$ cat src/source/slam_settings.svh
`ifndef SLAM_SETTINGS_SVH
`define SLAM_SETTINGS_SVH

// State word, signed Q16.16
`define SLAM_DW          32

// Landmark number and sequencer step widths
`define SLAM_LK_W        10
`define SLAM_SEQ_W       5

// State memory, 1024 words
`define SLAM_ADDR_W      10

// Fixed pose word addresses
`define SLAM_XK_ADDR     1
`define SLAM_YK_ADDR     2
`define SLAM_XITA_ADDR   3

// Correction path latency in cycles
`define SLAM_UPD_DELAY   8

// Width of the update block count
`define SLAM_UPD_BLK_W   8

// Chi-square gates in Q16.16, 5.99147 and 13.8155
`define SLAM_CHI_95      32'h0005_FDD1
`define SLAM_CHI_999     32'h000D_D0C5

`endif
$ cat src/source/slam_seq_pkg.sv
`include "slam_settings.svh"

package slam_seq_pkg;

  // Command opcodes
  typedef enum logic [2:0] {
    OP_READ_STATE = 3'd0,
    OP_WRITE_POSE = 3'd1,
    OP_INIT_LM    = 3'd2,
    OP_UPDATE     = 3'd3,
    OP_ASSOC      = 3'd4
  } slam_op_e;

  // Sequencer phases
  typedef enum logic [3:0] {
    PH_IDLE       = 4'd0,
    PH_NL_SEND    = 4'd1,
    PH_POSE_RCV   = 4'd2,
    PH_LM_RCV     = 4'd3,
    PH_UPD_STATE  = 4'd4,
    PH_UPD_DRAIN  = 4'd5,
    PH_ASSOC_SEND = 4'd6,
    PH_ASSOC_EVAL = 4'd7
  } slam_phase_e;

  // Last step of the pose and landmark read-out
  localparam logic [`SLAM_SEQ_W-1:0] SEQ_SEND_LAST = 6;

  // Last step of the write-back phases
  localparam logic [`SLAM_SEQ_W-1:0] SEQ_POSE_LAST = 3;
  localparam logic [`SLAM_SEQ_W-1:0] SEQ_LM_LAST   = 2;

  // Update block wraps after step 7
  localparam logic [`SLAM_SEQ_W-1:0] SEQ_UPD_LAST  = 7;

  // Association eval steps
  localparam logic [`SLAM_SEQ_W-1:0] SEQ_CHI_LOAD  = 10;
  localparam logic [`SLAM_SEQ_W-1:0] SEQ_CHI_CMP   = 11;

endpackage

$ cat src/source/ekf_phase_seq.sv
`timescale 1ns/100ps
`include "slam_settings.svh"

module ekf_phase_seq (
  input  logic                          clk,
  input  logic                          sys_rst,
  input  logic                          i_cmd_valid,
  input  slam_seq_pkg::slam_op_e        i_cmd,
  input  logic [`SLAM_UPD_BLK_W-1:0]    i_upd_blocks,
  output slam_seq_pkg::slam_phase_e     o_phase,
  output logic [`SLAM_SEQ_W-1:0]        o_seq,
  output logic                          o_busy
);

  import slam_seq_pkg::*;

  // Drain covers the delayed update writes
  localparam logic [`SLAM_SEQ_W-1:0] SEQ_DRAIN_LAST = `SLAM_UPD_DELAY;

  slam_phase_e                  phase_nx;
  logic [`SLAM_SEQ_W-1:0]       seq_nx;
  logic [`SLAM_UPD_BLK_W-1:0]   blk_cnt;

  always_comb begin
    phase_nx = o_phase;
    seq_nx   = o_seq + 1'b1;
    case (o_phase)
      PH_IDLE: begin
        seq_nx = '0;
        if (i_cmd_valid) begin
          case (i_cmd)
            OP_READ_STATE: phase_nx = PH_NL_SEND;
            OP_WRITE_POSE: phase_nx = PH_POSE_RCV;
            OP_INIT_LM:    phase_nx = PH_LM_RCV;
            // Zero blocks only drains
            OP_UPDATE:     phase_nx = (i_upd_blocks == '0) ? PH_UPD_DRAIN : PH_UPD_STATE;
            OP_ASSOC:      phase_nx = PH_ASSOC_SEND;
            default:       phase_nx = PH_IDLE;
          endcase
        end
      end
      PH_NL_SEND: begin
        if (o_seq == SEQ_SEND_LAST) phase_nx = PH_IDLE;
      end
      PH_POSE_RCV: begin
        if (o_seq == SEQ_POSE_LAST) phase_nx = PH_IDLE;
      end
      PH_LM_RCV: begin
        if (o_seq == SEQ_LM_LAST) phase_nx = PH_IDLE;
      end
      PH_UPD_STATE: begin
        if (o_seq == SEQ_UPD_LAST) begin
          seq_nx = '0;
          if (blk_cnt == i_upd_blocks - 1'b1) phase_nx = PH_UPD_DRAIN;
        end
      end
      PH_UPD_DRAIN: begin
        if (o_seq == SEQ_DRAIN_LAST) phase_nx = PH_IDLE;
      end
      PH_ASSOC_SEND: begin
        if (o_seq == SEQ_SEND_LAST) phase_nx = PH_ASSOC_EVAL;
      end
      PH_ASSOC_EVAL: begin
        if (o_seq == SEQ_CHI_CMP) phase_nx = PH_IDLE;
      end
      default: phase_nx = PH_IDLE;
    endcase
    // Every new phase starts at step 0
    if (phase_nx != o_phase) begin
      seq_nx = '0;
    end
  end

  always_ff @(posedge clk) begin
    if (sys_rst) begin
      o_phase <= PH_IDLE;
      o_seq   <= '0;
      o_busy  <= 1'b0;
      blk_cnt <= '0;
    end else begin
      o_phase <= phase_nx;
      o_seq   <= seq_nx;
      o_busy  <= (phase_nx != PH_IDLE);
      if (o_phase != PH_UPD_STATE) begin
        blk_cnt <= '0;
      end else if (o_seq == SEQ_UPD_LAST) begin
        blk_cnt <= blk_cnt + 1'b1;
      end
    end
  end

  // Block count stays below the requested blocks
  a_blk_range: assert property (@(posedge clk) disable iff (sys_rst)
    (o_phase == PH_UPD_STATE) |-> (blk_cnt < i_upd_blocks));

endmodule

$ cat config.mk
export PLATFORM = sky130hd
export DESIGN_NAME = ekf_phase_seq
export DESIGN_NICKNAME = d
export VERILOG_FILES = /design/src/source/slam_seq_pkg.sv /design/src/source/ekf_phase_seq.sv
export VERILOG_INCLUDE_DIRS = /design/src /design/src/source
export SDC_FILE = /design/constraint.sdc
export NUM_CORES = 1
export LEC_CHECK = 0
export CORE_ASPECT_RATIO = 0.9
export CORE_UTILIZATION = 65
export CTS_CLUSTER_SIZE = 24
export DETAILED_ROUTE_END_ITERATION = 8
export DONT_BUFFER_PORTS = 1
export GPL_TIMING_DRIVEN = 0
export PLACE_DENSITY = 0.81
export SLEW_MARGIN = 10
export SYNTH_ARGS = -nofsm -noshare
export SYNTH_HDL_FRONTEND = slang
export SYNTH_SLANG_ARGS = --single-unit
$ cat constraint.sdc
create_clock -name clk -period 4.57 [get_ports clk]
set_clock_uncertainty 0.15 [all_clocks]
set_input_delay 0.457 -clock clk [delete_from_list [all_inputs] [get_ports clk]]
set_output_delay 0.457 -clock clk [all_outputs]
set_load 0.02 [all_outputs]
==> metrics.txt <==
critical-path cell list=ha_1 -> nor4b_1 -> nor4_1 -> nor4_1 -> a2111oi_0 -> nand3_2 -> a21oi_1; Starting Density=72.27%; highest clock rate=344.8 MHz; first-pass GRT wire length=4.974 mm; core area=roughly 2000 sq um; clock root cell=clkbuf_4; sequential area share after synthesis=approximately a quarter; Mean Syn Cell Area=approximately 8.4 sq um; CTS Sinks=18; antenna violations before repair=0; CP Capture Type=flip-flop; slew margin rel.=42.16%; Post-DRT Antenna Nets=0; syn nets=approximately 190; asr flop ratio synth=0%; critical path's slowest cell=nor4_1; R2R depth=7; Reg-to-Reg End=o_seq[4]; R2R Setup Slk=1670 ps; RSZ-0062 raised after global routing=no; die span in y=between 40 and 50 um; Mapped Area=approximately 1500 sq um; critical path data arrival time=a little under 3000 ps; first-pass iteration count of the detailed router=4; DR WL/cell=16.14 um; PD cells=~200 nW/um^2; pre-CTS WS=roughly 1800 ps; CP dominant cell by count=nor4_1; EDFF count, synth=0; CP delay by family, top=simple AND/OR/NAND/NOR gates; Non-Filler Instances=between 200 and 250; grt total ovfl=0; final worst path period share=63.46%; max incr delay on CP=730 ps; RePlAce Congestion=0.8369; Hold Fails Final Rpt=0; cts hold-fix bufs=0; vias in the first global route=1137; status=complete, no violations; setup violators final=0; final worst slack=1670 ps; CP bufs+invs=0; total routed wirelength=3.245 mm; FF-to-FF Start=o_seq[1]; Via Count=about 1300; clk_lat worst skew=310 ps; Post-CTS Resized=0; Layout Area Growth over Synthesis=4.655%; Synth Register Bits=18; HP Class=in -> reg; Design Power=0.0003049 W; Die ar.=2426 sq um; Final Hold Slack=191.3 ps; Syn. warnings=0; clock buffer depth=2; VDD IR max=between 200 and 300 uV; Pleak=approximately 0.5 nW; DRT iter0 DRCs=51; minimum clock period=about 2900 ps; chip width=between 50 and 60 um; Ant. Diodes=0; post-synthesis cell type count=57; Gate Count Post-Synth=172; crit path kind=reg -> reg; pin count of the biggest net entering global routing=11; CTS Buf Count=3; # rows=15; Top FF cell, synth=dfxtp_1; crit start category=flip-flop; Max H-tree Level=1; Via density=roughly 6.5; Placed Cells=197; Ports=24; port bufs=0; CTS tree=yes; hold endpoint=o_phase[2]; Clock transition at path regs=130 ps; HPWL Detailed=between 2 and 2.5 mm; Worst Hold Path Cells=2; crit-path max FO=6; maxcap violations=0; Tightest Pin Transition=859.7 ps; layout cells sized above 1=13.64%; HP Start=i_cmd_valid; Global Route Usage Sum=28.79%; fin. max-slew vios=0; Final nets=196; Setup TNS=0 ps; Post-CTS Setup Inserts=0; DRC=0; CP required=~4600 ps
through the flow:
step | area, sq um | util, %
2_1_floorplan | 1451 | -
3_3_place_gp | 1483 | 73.83
3_5_place_dp | 1483 | 73.83
4_1_cts | 1519 | 75.64
5_1_grt | 1519 | 75.64
6_report | 1519 | 75.64
per-layer routing:
metal | up-vias | track usage [%] | share of wire, %
met3 | 6 | 7.120 | 6.2
met1 | 597 | 36.40 | 46
met4 | 0 | 12.43 | 1.8
met5 | - | 0 | 0
li1 | 642 | - | -
met2 | 64 | 47.53 | 46
cells in the mapped netlist, drive strengths merged, types with 2 or more instances:
| cell | instances | area, sq um |
|---|---|---|
| ha | 5 | 62.56 |
| inv | 6 | 22.52 |
| xor2 | 9 | 78.83 |
| a2111o | 2 | 22.52 |
| a31oi | 5 | 31.28 |
| dfxtp | 18 | 360.4 |
| clkbuf | 2 | 7.510 |
| and4bb | 2 | 25.02 |
| nor4b | 3 | 41.29 |
| xnor2 | 8 | 70.07 |
| nor4 | 5 | 46.29 |
| nand3 | 6 | 35.03 |
| nand4 | 4 | 31.28 |
| nand2 | 9 | 33.78 |
| nor2 | 14 | 52.55 |
| or3 | 4 | 25.02 |
| o21a | 2 | 15.01 |
| nor2b | 2 | 12.51 |
| o21ai | 11 | 58.81 |
| a2111oi | 2 | 36.29 |
| buf | 8 | 61.31 |
| a211oi | 3 | 27.52 |
| a21oi | 9 | 45.04 |
| nand2b | 6 | 37.54 |
| or2 | 2 | 12.52 |
| nor3 | 5 | 25.02 |
sequential cells by signal, indices dropped and copies added (netlist names):
| name | count |
|---|---|
| blk_cnt | 8 |
| o_seq | 5 |
| o_phase | 4 |
| o_busy | 1 |
kinds of logic (layout without fill, tap and decap cells):
| group | after synthesis | in the layout | synth area share (%) |
|---|---|---|---|
| compound gates | 43 | 43 | 21.81 |
| xor+xnor | 17 | 17 | 10.26 |
| fa+ha+maj | 5 | 5 | 4.310 |
| buf+inv | 16 | 20 | 6.293 |
| flops | 18 | 18 | 24.83 |
| mux | 2 | 2 | 1.465 |
| other cells | 1 | 1 | 0.2584 |
| simple gates | 70 | 70 | 30.78 |
area by class of cell:
cell class,count,area (sq um)
multi-input combinational,138,999.7
fill,155,489.2
sequential,18,360.3
buffer,10,68.82
clock buffer,4,36.28
tap,25,31.28
inverter,6,22.52
worst max path at each step:
stage / cells past startpoint / start / endpoint
floorplan: 8 / o_seq[1] / o_seq[0]
global placement: 8 / o_seq[1] / o_seq[0]
detailed placement: 7 / o_seq[1] / o_seq[4]
CTS: 7 / o_seq[1] / o_seq[4]
global route: 7 / o_seq[1] / o_seq[1]
finish: 7 / o_seq[1] / o_seq[4]
cell usage in the layout, fill, tap and decap left out, types with 3 or more instances in the layout:
cell type,netlist,routed
ha_1,5,5
nor3_1,5,5
nand4_1,3,3
nand2_1,9,9
nor4_1,4,4
nand3_1,5,5
a31oi_1,5,5
buf_2,4,4
dfxtp_1,18,18
nor2_1,14,14
inv_1,6,6
clkbuf_4,0,3
buf_6,3,3
or3_1,4,4
nand2b_1,6,6
xnor2_1,8,8
a21oi_1,9,9
xor2_1,9,9
o21ai_0,10,10
where the power goes:
part           switching [W]  internal (W)  leakage [nW]
Sequential        0.00000376      0.000159         0.146
Combinational      0.0000217     0.0000164         0.336
Clock              0.0000558     0.0000486        0.0210
Total              0.0000812      0.000224         0.502
Note: power is estimated with default switching activity, not from simulation.
