[config.mk]
export PLATFORM = sky130hd
export DESIGN_NAME = state_vec_map
export DESIGN_NICKNAME = d
export VERILOG_FILES = /design/src/source/slam_assoc_pkg.sv /design/src/source/slam_seq_pkg.sv /design/src/source/state_vec_map.sv
export VERILOG_INCLUDE_DIRS = /design/src /design/src/source
export SDC_FILE = /design/constraint.sdc
export NUM_CORES = 1
export LEC_CHECK = 0
export BUFFER_PORTS_ARGS = -buffer_cell sky130_fd_sc_hd__buf_4
export CAP_MARGIN = 40
export CORE_AREA = 4 4 225 227
export DETAILED_ROUTE_END_ITERATION = 10
export DIE_AREA = 0 0 229 231
export HOLD_SLACK_MARGIN = 0.1
export MAX_ROUTING_LAYER = met4
export PLACE_DENSITY = 0.73
export SYNTH_ARGS = -nofsm -noshare
export SYNTH_HDL_FRONTEND = slang
export SYNTH_SLANG_ARGS = --single-unit
export TNS_END_PERCENT = 10
[constraint.sdc]
create_clock -name clk -period 5.05 [get_ports clk]
set_clock_uncertainty 0.15 [all_clocks]
set_input_delay 0.505 -clock clk [delete_from_list [all_inputs] [get_ports clk]]
set_output_delay 0.505 -clock clk [all_outputs]
set_load 0.05 [all_outputs]
[src/source/slam_settings.svh]
`ifndef SLAM_SETTINGS_SVH
`define SLAM_SETTINGS_SVH

// State word, signed Q16.16
`define SLAM_DW          32

// Landmark number and sequencer step widths
`define SLAM_LK_W        10
`define SLAM_SEQ_W       5

// State memory, 1024 words
`define SLAM_ADDR_W      10

// Fixed pose word addresses
`define SLAM_XK_ADDR     1
`define SLAM_YK_ADDR     2
`define SLAM_XITA_ADDR   3

// Correction path latency in cycles
`define SLAM_UPD_DELAY   8

// Width of the update block count
`define SLAM_UPD_BLK_W   8

// Chi-square gates in Q16.16, 5.99147 and 13.8155
`define SLAM_CHI_95      32'h0005_FDD1
`define SLAM_CHI_999     32'h000D_D0C5

`endif
[src/source/slam_assoc_pkg.sv]
package slam_assoc_pkg;

  // Gated result of nearest-neighbour association
  typedef enum logic [1:0] {
    ASSOC_WAIT = 2'b00,
    ASSOC_NEW  = 2'b01,
    ASSOC_UPD  = 2'b10,
    ASSOC_FAIL = 2'b11
  } assoc_status_e;

endpackage

[src/source/slam_seq_pkg.sv]
`include "slam_settings.svh"

package slam_seq_pkg;

  // Command opcodes
  typedef enum logic [2:0] {
    OP_READ_STATE = 3'd0,
    OP_WRITE_POSE = 3'd1,
    OP_INIT_LM    = 3'd2,
    OP_UPDATE     = 3'd3,
    OP_ASSOC      = 3'd4
  } slam_op_e;

  // Sequencer phases
  typedef enum logic [3:0] {
    PH_IDLE       = 4'd0,
    PH_NL_SEND    = 4'd1,
    PH_POSE_RCV   = 4'd2,
    PH_LM_RCV     = 4'd3,
    PH_UPD_STATE  = 4'd4,
    PH_UPD_DRAIN  = 4'd5,
    PH_ASSOC_SEND = 4'd6,
    PH_ASSOC_EVAL = 4'd7
  } slam_phase_e;

  // Last step of the pose and landmark read-out
  localparam logic [`SLAM_SEQ_W-1:0] SEQ_SEND_LAST = 6;

  // Last step of the write-back phases
  localparam logic [`SLAM_SEQ_W-1:0] SEQ_POSE_LAST = 3;
  localparam logic [`SLAM_SEQ_W-1:0] SEQ_LM_LAST   = 2;

  // Update block wraps after step 7
  localparam logic [`SLAM_SEQ_W-1:0] SEQ_UPD_LAST  = 7;

  // Association eval steps
  localparam logic [`SLAM_SEQ_W-1:0] SEQ_CHI_LOAD  = 10;
  localparam logic [`SLAM_SEQ_W-1:0] SEQ_CHI_CMP   = 11;

endpackage

[src/source/state_vec_map.sv]
`timescale 1ns/100ps
`include "slam_settings.svh"

module state_vec_map (
  input  logic                            clk,
  input  logic                            sys_rst,
  input  slam_seq_pkg::slam_phase_e       i_phase,
  input  logic [`SLAM_SEQ_W-1:0]          i_seq,
  input  logic [`SLAM_LK_W-1:0]           i_lk,
  input  logic signed [`SLAM_DW-1:0]      i_x_hat,
  input  logic signed [`SLAM_DW-1:0]      i_y_hat,
  input  logic signed [`SLAM_DW-1:0]      i_xita_hat,
  input  logic signed [`SLAM_DW-1:0]      i_lkx_hat,
  input  logic signed [`SLAM_DW-1:0]      i_lky_hat,
  input  logic signed [4*`SLAM_DW-1:0]    i_corr,
  input  logic signed [`SLAM_DW-1:0]      i_mahal,
  input  logic signed [`SLAM_DW-1:0]      i_ram_dout,
  output logic                            o_ram_en,
  output logic                            o_ram_we,
  output logic [`SLAM_ADDR_W-1:0]         o_ram_addr,
  output logic signed [`SLAM_DW-1:0]      o_ram_din,
  output logic signed [`SLAM_DW-1:0]      o_xk,
  output logic signed [`SLAM_DW-1:0]      o_yk,
  output logic signed [`SLAM_DW-1:0]      o_xita,
  output logic signed [`SLAM_DW-1:0]      o_lkx,
  output logic signed [`SLAM_DW-1:0]      o_lky,
  output logic                            o_corr_next,
  output slam_assoc_pkg::assoc_status_e   o_assoc_status,
  output logic [`SLAM_LK_W-1:0]           o_assoc_lk
);

  import slam_seq_pkg::*;
  import slam_assoc_pkg::*;

  localparam logic [`SLAM_ADDR_W-1:0] XK_ADDR   = `SLAM_XK_ADDR;
  localparam logic [`SLAM_ADDR_W-1:0] YK_ADDR   = `SLAM_YK_ADDR;
  localparam logic [`SLAM_ADDR_W-1:0] XITA_ADDR = `SLAM_XITA_ADDR;
  localparam logic [`SLAM_DW-1:0]     CHI_95    = `SLAM_CHI_95;
  localparam logic [`SLAM_DW-1:0]     CHI_999   = `SLAM_CHI_999;

  logic [`SLAM_ADDR_W-1:0]    lk_num;
  logic [`SLAM_ADDR_W-1:0]    lk_base;
  logic                       is_send;

  slam_phase_e                ph_dly  [`SLAM_UPD_DELAY];
  logic [`SLAM_SEQ_W-1:0]     seq_dly [`SLAM_UPD_DELAY];
  logic                       upd_d;
  logic [`SLAM_SEQ_W-1:0]     seq_d;
  logic [`SLAM_ADDR_W-1:0]    upd_base;
  logic [1:0]                 slice_idx;
  logic signed [`SLAM_DW-1:0] corr_slice;
  logic signed [`SLAM_DW-1:0] upd_sum [4];

  logic                       ram_en_nx;
  logic                       ram_we_nx;
  logic [`SLAM_ADDR_W-1:0]    ram_addr_nx;
  logic signed [`SLAM_DW-1:0] ram_din_nx;

  logic [`SLAM_DW-1:0]        chi_abs;
  logic [`SLAM_DW-1:0]        chi_tmp;
  logic [`SLAM_DW-1:0]        chi_min;
  logic                       cmp_d;

  assign is_send = (i_phase == PH_NL_SEND) || (i_phase == PH_ASSOC_SEND);

  // Landmark k lives at 2(k+1)
  assign lk_num = `SLAM_ADDR_W'(i_lk);

  always_ff @(posedge clk) begin
    lk_base <= (lk_num + 1'b1) << 1;
  end

  // Align phase and step with the correction path
  always_ff @(posedge clk) begin
    if (sys_rst) begin
      for (int i = 0; i < `SLAM_UPD_DELAY; i++) begin
        ph_dly[i] <= PH_IDLE;
      end
    end else begin
      ph_dly[0] <= i_phase;
      for (int i = 1; i < `SLAM_UPD_DELAY; i++) begin
        ph_dly[i] <= ph_dly[i-1];
      end
    end
  end

  always_ff @(posedge clk) begin
    seq_dly[0] <= i_seq;
    for (int i = 1; i < `SLAM_UPD_DELAY; i++) begin
      seq_dly[i] <= seq_dly[i-1];
    end
  end

  assign upd_d = (ph_dly[`SLAM_UPD_DELAY-1] == PH_UPD_STATE);
  assign seq_d = seq_dly[`SLAM_UPD_DELAY-1];

  // Four words per block
  always_ff @(posedge clk) begin
    if (sys_rst) begin
      upd_base <= '0;
    end else if (!upd_d) begin
      upd_base <= '0;
    end else if (seq_d == SEQ_UPD_LAST) begin
      upd_base <= upd_base + 3'd4;
    end
  end

  // Read data for step n arrives at step n+2
  assign slice_idx  = seq_d[1:0] - 2'd2;
  assign corr_slice = i_corr[slice_idx*`SLAM_DW +: `SLAM_DW];

  always_ff @(posedge clk) begin
    if (upd_d && (seq_d >= 2) && (seq_d <= 5)) begin
      upd_sum[slice_idx] <= i_ram_dout + corr_slice;
    end
  end

  assign o_corr_next = upd_d && (seq_d == 5);

  always_comb begin
    ram_en_nx   = 1'b0;
    ram_we_nx   = 1'b0;
    ram_addr_nx = o_ram_addr;
    ram_din_nx  = o_ram_din;
    if (is_send) begin
      ram_en_nx = (i_seq <= 4);
      case (i_seq)
        0:       ram_addr_nx = XK_ADDR;
        1:       ram_addr_nx = YK_ADDR;
        2:       ram_addr_nx = XITA_ADDR;
        3:       ram_addr_nx = lk_base;
        4:       ram_addr_nx = lk_base + 1'b1;
        default: ram_en_nx = 1'b0;
      endcase
    end else if (i_phase == PH_POSE_RCV && i_seq < SEQ_POSE_LAST) begin
      ram_en_nx = 1'b1;
      ram_we_nx = 1'b1;
      case (i_seq)
        0:       {ram_addr_nx, ram_din_nx} = {XK_ADDR, i_x_hat};
        1:       {ram_addr_nx, ram_din_nx} = {YK_ADDR, i_y_hat};
        default: {ram_addr_nx, ram_din_nx} = {XITA_ADDR, i_xita_hat};
      endcase
    end else if (i_phase == PH_LM_RCV && i_seq < SEQ_LM_LAST) begin
      ram_en_nx   = 1'b1;
      ram_we_nx   = 1'b1;
      ram_addr_nx = lk_base + i_seq[0];
      ram_din_nx  = i_seq[0] ? i_lky_hat : i_lkx_hat;
    end else if (upd_d) begin
      // Steps 0-3 read, steps 4-7 write the sums back
      ram_en_nx   = 1'b1;
      ram_we_nx   = seq_d[2];
      ram_addr_nx = upd_base + seq_d[1:0];
      ram_din_nx  = upd_sum[seq_d[1:0]];
    end
  end

  always_ff @(posedge clk) begin
    if (sys_rst) begin
      o_ram_en <= 1'b0;
      o_ram_we <= 1'b0;
    end else begin
      o_ram_en <= ram_en_nx;
      o_ram_we <= ram_we_nx;
    end
  end

  always_ff @(posedge clk) begin
    o_ram_addr <= ram_addr_nx;
    o_ram_din  <= ram_din_nx;
  end

  // Capture read-out for the nonlinear unit
  always_ff @(posedge clk) begin
    if (is_send) begin
      case (i_seq)
        2:             o_xk   <= i_ram_dout;
        3:             o_yk   <= i_ram_dout;
        4:             o_xita <= i_ram_dout;
        5:             o_lkx  <= i_ram_dout;
        SEQ_SEND_LAST: o_lky  <= i_ram_dout;
        default:       ;
      endcase
    end
  end

  // Nearest neighbour on |mahalanobis|
  assign chi_abs = i_mahal[`SLAM_DW-1] ? $unsigned(-i_mahal) : $unsigned(i_mahal);

  always_ff @(posedge clk) begin
    if (i_phase == PH_ASSOC_EVAL && i_seq == SEQ_CHI_LOAD) begin
      chi_tmp <= chi_abs;
    end
  end

  always_ff @(posedge clk) begin
    if (sys_rst) begin
      chi_min        <= '0;
      o_assoc_lk     <= '0;
      cmp_d          <= 1'b0;
      o_assoc_status <= ASSOC_WAIT;
    end else begin
      cmp_d <= (i_phase == PH_ASSOC_EVAL) && (i_seq == SEQ_CHI_CMP);
      // First landmark restarts the search
      if (i_phase == PH_ASSOC_EVAL && i_seq == SEQ_CHI_CMP) begin
        if (i_lk == `SLAM_LK_W'(1) || chi_tmp < chi_min) begin
          chi_min    <= chi_tmp;
          o_assoc_lk <= i_lk;
        end
      end
      if (cmp_d) begin
        if (chi_min < CHI_95) begin
          o_assoc_status <= ASSOC_UPD;
        end else if (chi_min > CHI_999) begin
          o_assoc_status <= ASSOC_NEW;
        end else begin
          o_assoc_status <= ASSOC_FAIL;
        end
      end
    end
  end

  // Delayed update writes never meet a send or receive phase
  a_upd_clear: assert property (@(posedge clk) disable iff (sys_rst)
    upd_d |-> !(is_send || i_phase == PH_POSE_RCV || i_phase == PH_LM_RCV));

  // Last word of a block stays inside the memory
  a_upd_addr: assert property (@(posedge clk) disable iff (sys_rst)
    upd_d |-> ({1'b0, upd_base} + 3) < (1 << `SLAM_ADDR_W));

endmodule

==> results_dict.tcl <==
set metrics [dict create \
    dieArea_sq_um 52900 \
    vias 15700 \
    path_clk_slew_ns 0.06 \
    synth_area_leaders "edfxtp_1 (50%), dfxtp_1 (13%), mux4_2 (6.6%)" \
    grt_pass1_vias 16400 \
    nFillCells 3736 \
    ys_warn_count 0 \
    route.detailed.drc 0 \
    die_y_microns 231 \
    place_area_sq_um 27000 \
    whs_path_depth 2 \
    fin_crit_ns 4.23 \
    synth.cells.most_frequent "edfxtp_1 (362), nand2_1 (147), dfxtp_1 (136)" \
    clock_latency_ns 0.59 \
    finalHoldViolCount 0 \
    ant_nets 0 \
    cts_max_level 2 \
    synth_seq_cells 498 \
    avgSynthCellArea_sq_um 13.7 \
    place_congestion 1.00 \
    grt_pass1_wl_mm 97.1 \
    post-route-period-util_pct 83.8 \
    cts_buffers 51 \
    antenna_found_initial 3 \
    hold_path.class "in -> reg" \
    place_hpwl_mm 47.0 \
    report.final.slew_viol_count 0 \
    synth_top_area_cell "edfxtp_1" \
    crit_arrival_ns 4.46 \
    dp_slack_ns 0.839 \
    setup_viol 0 \
    status "completed" \
    p_leak_nw 11.8 \
    synth_cell_types 66 \
    max-cap-violations 0 \
    end_kind "register" \
    wl_per_cell_microns 22.1 \
    finalPower_mw 9.35 \
    grt_use_total_pct 24.6 \
    final.setup.tns_ns 0 \
    dr.pass1.iters 5 \
    drt_iter0_drc 1051 \
    rsz0062_at_grt "no" \
    async_flop_share_pct 0 \
    syn_inst 1592 \
    synth_edf_count 362 \
    cts_sinks 498 \
    cp.required_ns 5.28 \
    ioPinCount 590 \
    nets 2703 \
    grt_max_degree 97 \
    core-area_sq_um 48600 \
    cts_buffer_depth 3 \
    syn2layout_area_growth_pct 35.3 \
    synth_area_sq_um 21700 \
    drt-total-wl_mm 64.7 \
    reg2reg_depth 11 \
    clockRootBuffer "clkbuf_16" \
    criticalPathCategory "reg -> reg" \
    powerDensity_nw_per_um2 318 \
    stdcell_count 2931 \
    placedCellCount 2757 \
    io_buffers 589 \
    drive_gt1_share_pct 34.1 \
    slew_headroom_pct 44.6 \
    syn_nets 2032 \
    cp-start-kind "register" \
    synth_most_common_cell "edfxtp_1" \
    synthFlopType "edfxtp_1" \
    yosysSeqAreaShare_pct 62.5 \
    worstPathMaxFanout 25 \
    max_freq_ghz 0.236 \
    setup_ws_ns 0.820 \
    cts_tree "done" \
    yosysTopAreaCellShare_pct 50.0 \
    start_util_pct 44.7 \
    design_area_sq_um 29400 \
    grt_overflow 0 \
    die_width_microns 229 \
    tightest_slew_ns 0.831 \
    viasPerCell 5.35 \
    vdd_drop_max_v 0.000353 \
    rows 81 \
]
registers in the layout, summed over array words and instances, names as in the netlist, 8 cells and up:
register	flops
o_yk	32
o_lky	32
upd_sum	128
lk_base	9
chi_min	32
upd_base	8
o_xk	32
ph_dly	32
o_ram_addr	10
o_lkx	32
o_xita	32
o_assoc_lk	10
o_ram_din	32
seq_dly	40
chi_tmp	32
layout make-up:
type	count	area [sq um]	area share [%]
flip-flops and latches	498	13600	46.2
multi-input cells	982	7810	26.5
repair buffers	687	5420	18.4
clock buffers	64	1370	4.64
well taps	622	778	2.64
clock inverters	31	285	0.970
inverters	43	161	0.549
diodes	4	10.0	0.0340
worst paths after layout:
kind / start / to / slack [ns]
setup / recovery: seq_dly[1][15] / upd_sum[3][24] / 0.82
hold / removal: i_mahal[16] / chi_tmp[16] / 0.14
setup reg to reg: seq_dly[1][15] / upd_sum[3][24] / 0.82
hold reg to reg: seq_dly[0][15] / seq_dly[1][0] / 0.17
through the flow:
step	hold slack, ns	util [%]
after floorplan	0.160	-
after global routing	0.122	60.5
after detailed placement	0.162	55.5
after global placement	0.160	55.3
final	0.142	60.5
after CTS	0.105	60.5
power by group:
part	internal [mW]	switching, mW
Clock	2.14	1.58
Sequential	4.51	0.0199
Combinational	0.522	0.577
cells in the final DEF (no fill, tap or decap), drive strengths merged, types with 12 or more instances in the layout:
master         n
nor3          17
nor2          46
a21oi         39
dlygate4sd3   75
nand2        148
mux2i        109
edfxtp       362
clkbuf        64
o21ai        131
nor4          13
xor2          19
a21o          23
dfxtp        136
buf          612
xnor2         53
mux4          64
nand3         12
nand2b        92
clkinv        18
inv           49
ha            66
nor2b         36
cells by family (layout without fill, tap and decap cells):
logic type      Yosys count  in the layout  share of synthesized area, %
mux                     173            173                          11.6
compound gates          260            260                          7.35
simple gates            410            410                          9.72
flops                   498            498                          62.5
other cells               0              4                             0
xor+xnor                 72             72                          2.90
fa+ha+maj                67             67                          3.89
buf+inv                 112            825                          1.97
worst max-delay path, cell delays in order, from the launching register on:
cell	delay, ns
dfxtp_4	0.66
mux4_2	0.59
ha_1	0.26
fa_1	0.44
a211oi_1	0.23
o21ai_1	0.18
o2111ai_1	0.30
a21oi_1	0.18
a311o_1	0.45
a21o_1	0.21
a21oi_1	0.17
xnor2_1	0.20
per-layer routing:
| layer | share of wire (%) | up-vias | GRT usage (%) |
|---|---|---|---|
| met4 | 2.9 | 0 | 7.97 |
| met1 | 42 | 7622 | 31.1 |
| met2 | 48 | 638 | 39.5 |
| met3 | 7.4 | 116 | 5.81 |
| li1 | - | 7294 | - |
| met5 | 0 | - | - |
timing repair:
action,4_1_cts,5_1_grt
hold buffers,75,0
buffers inserted,0,0
resized for setup,0,0
endpoints found under the hold margin,211,0
(Power assumes the default switching activity.)
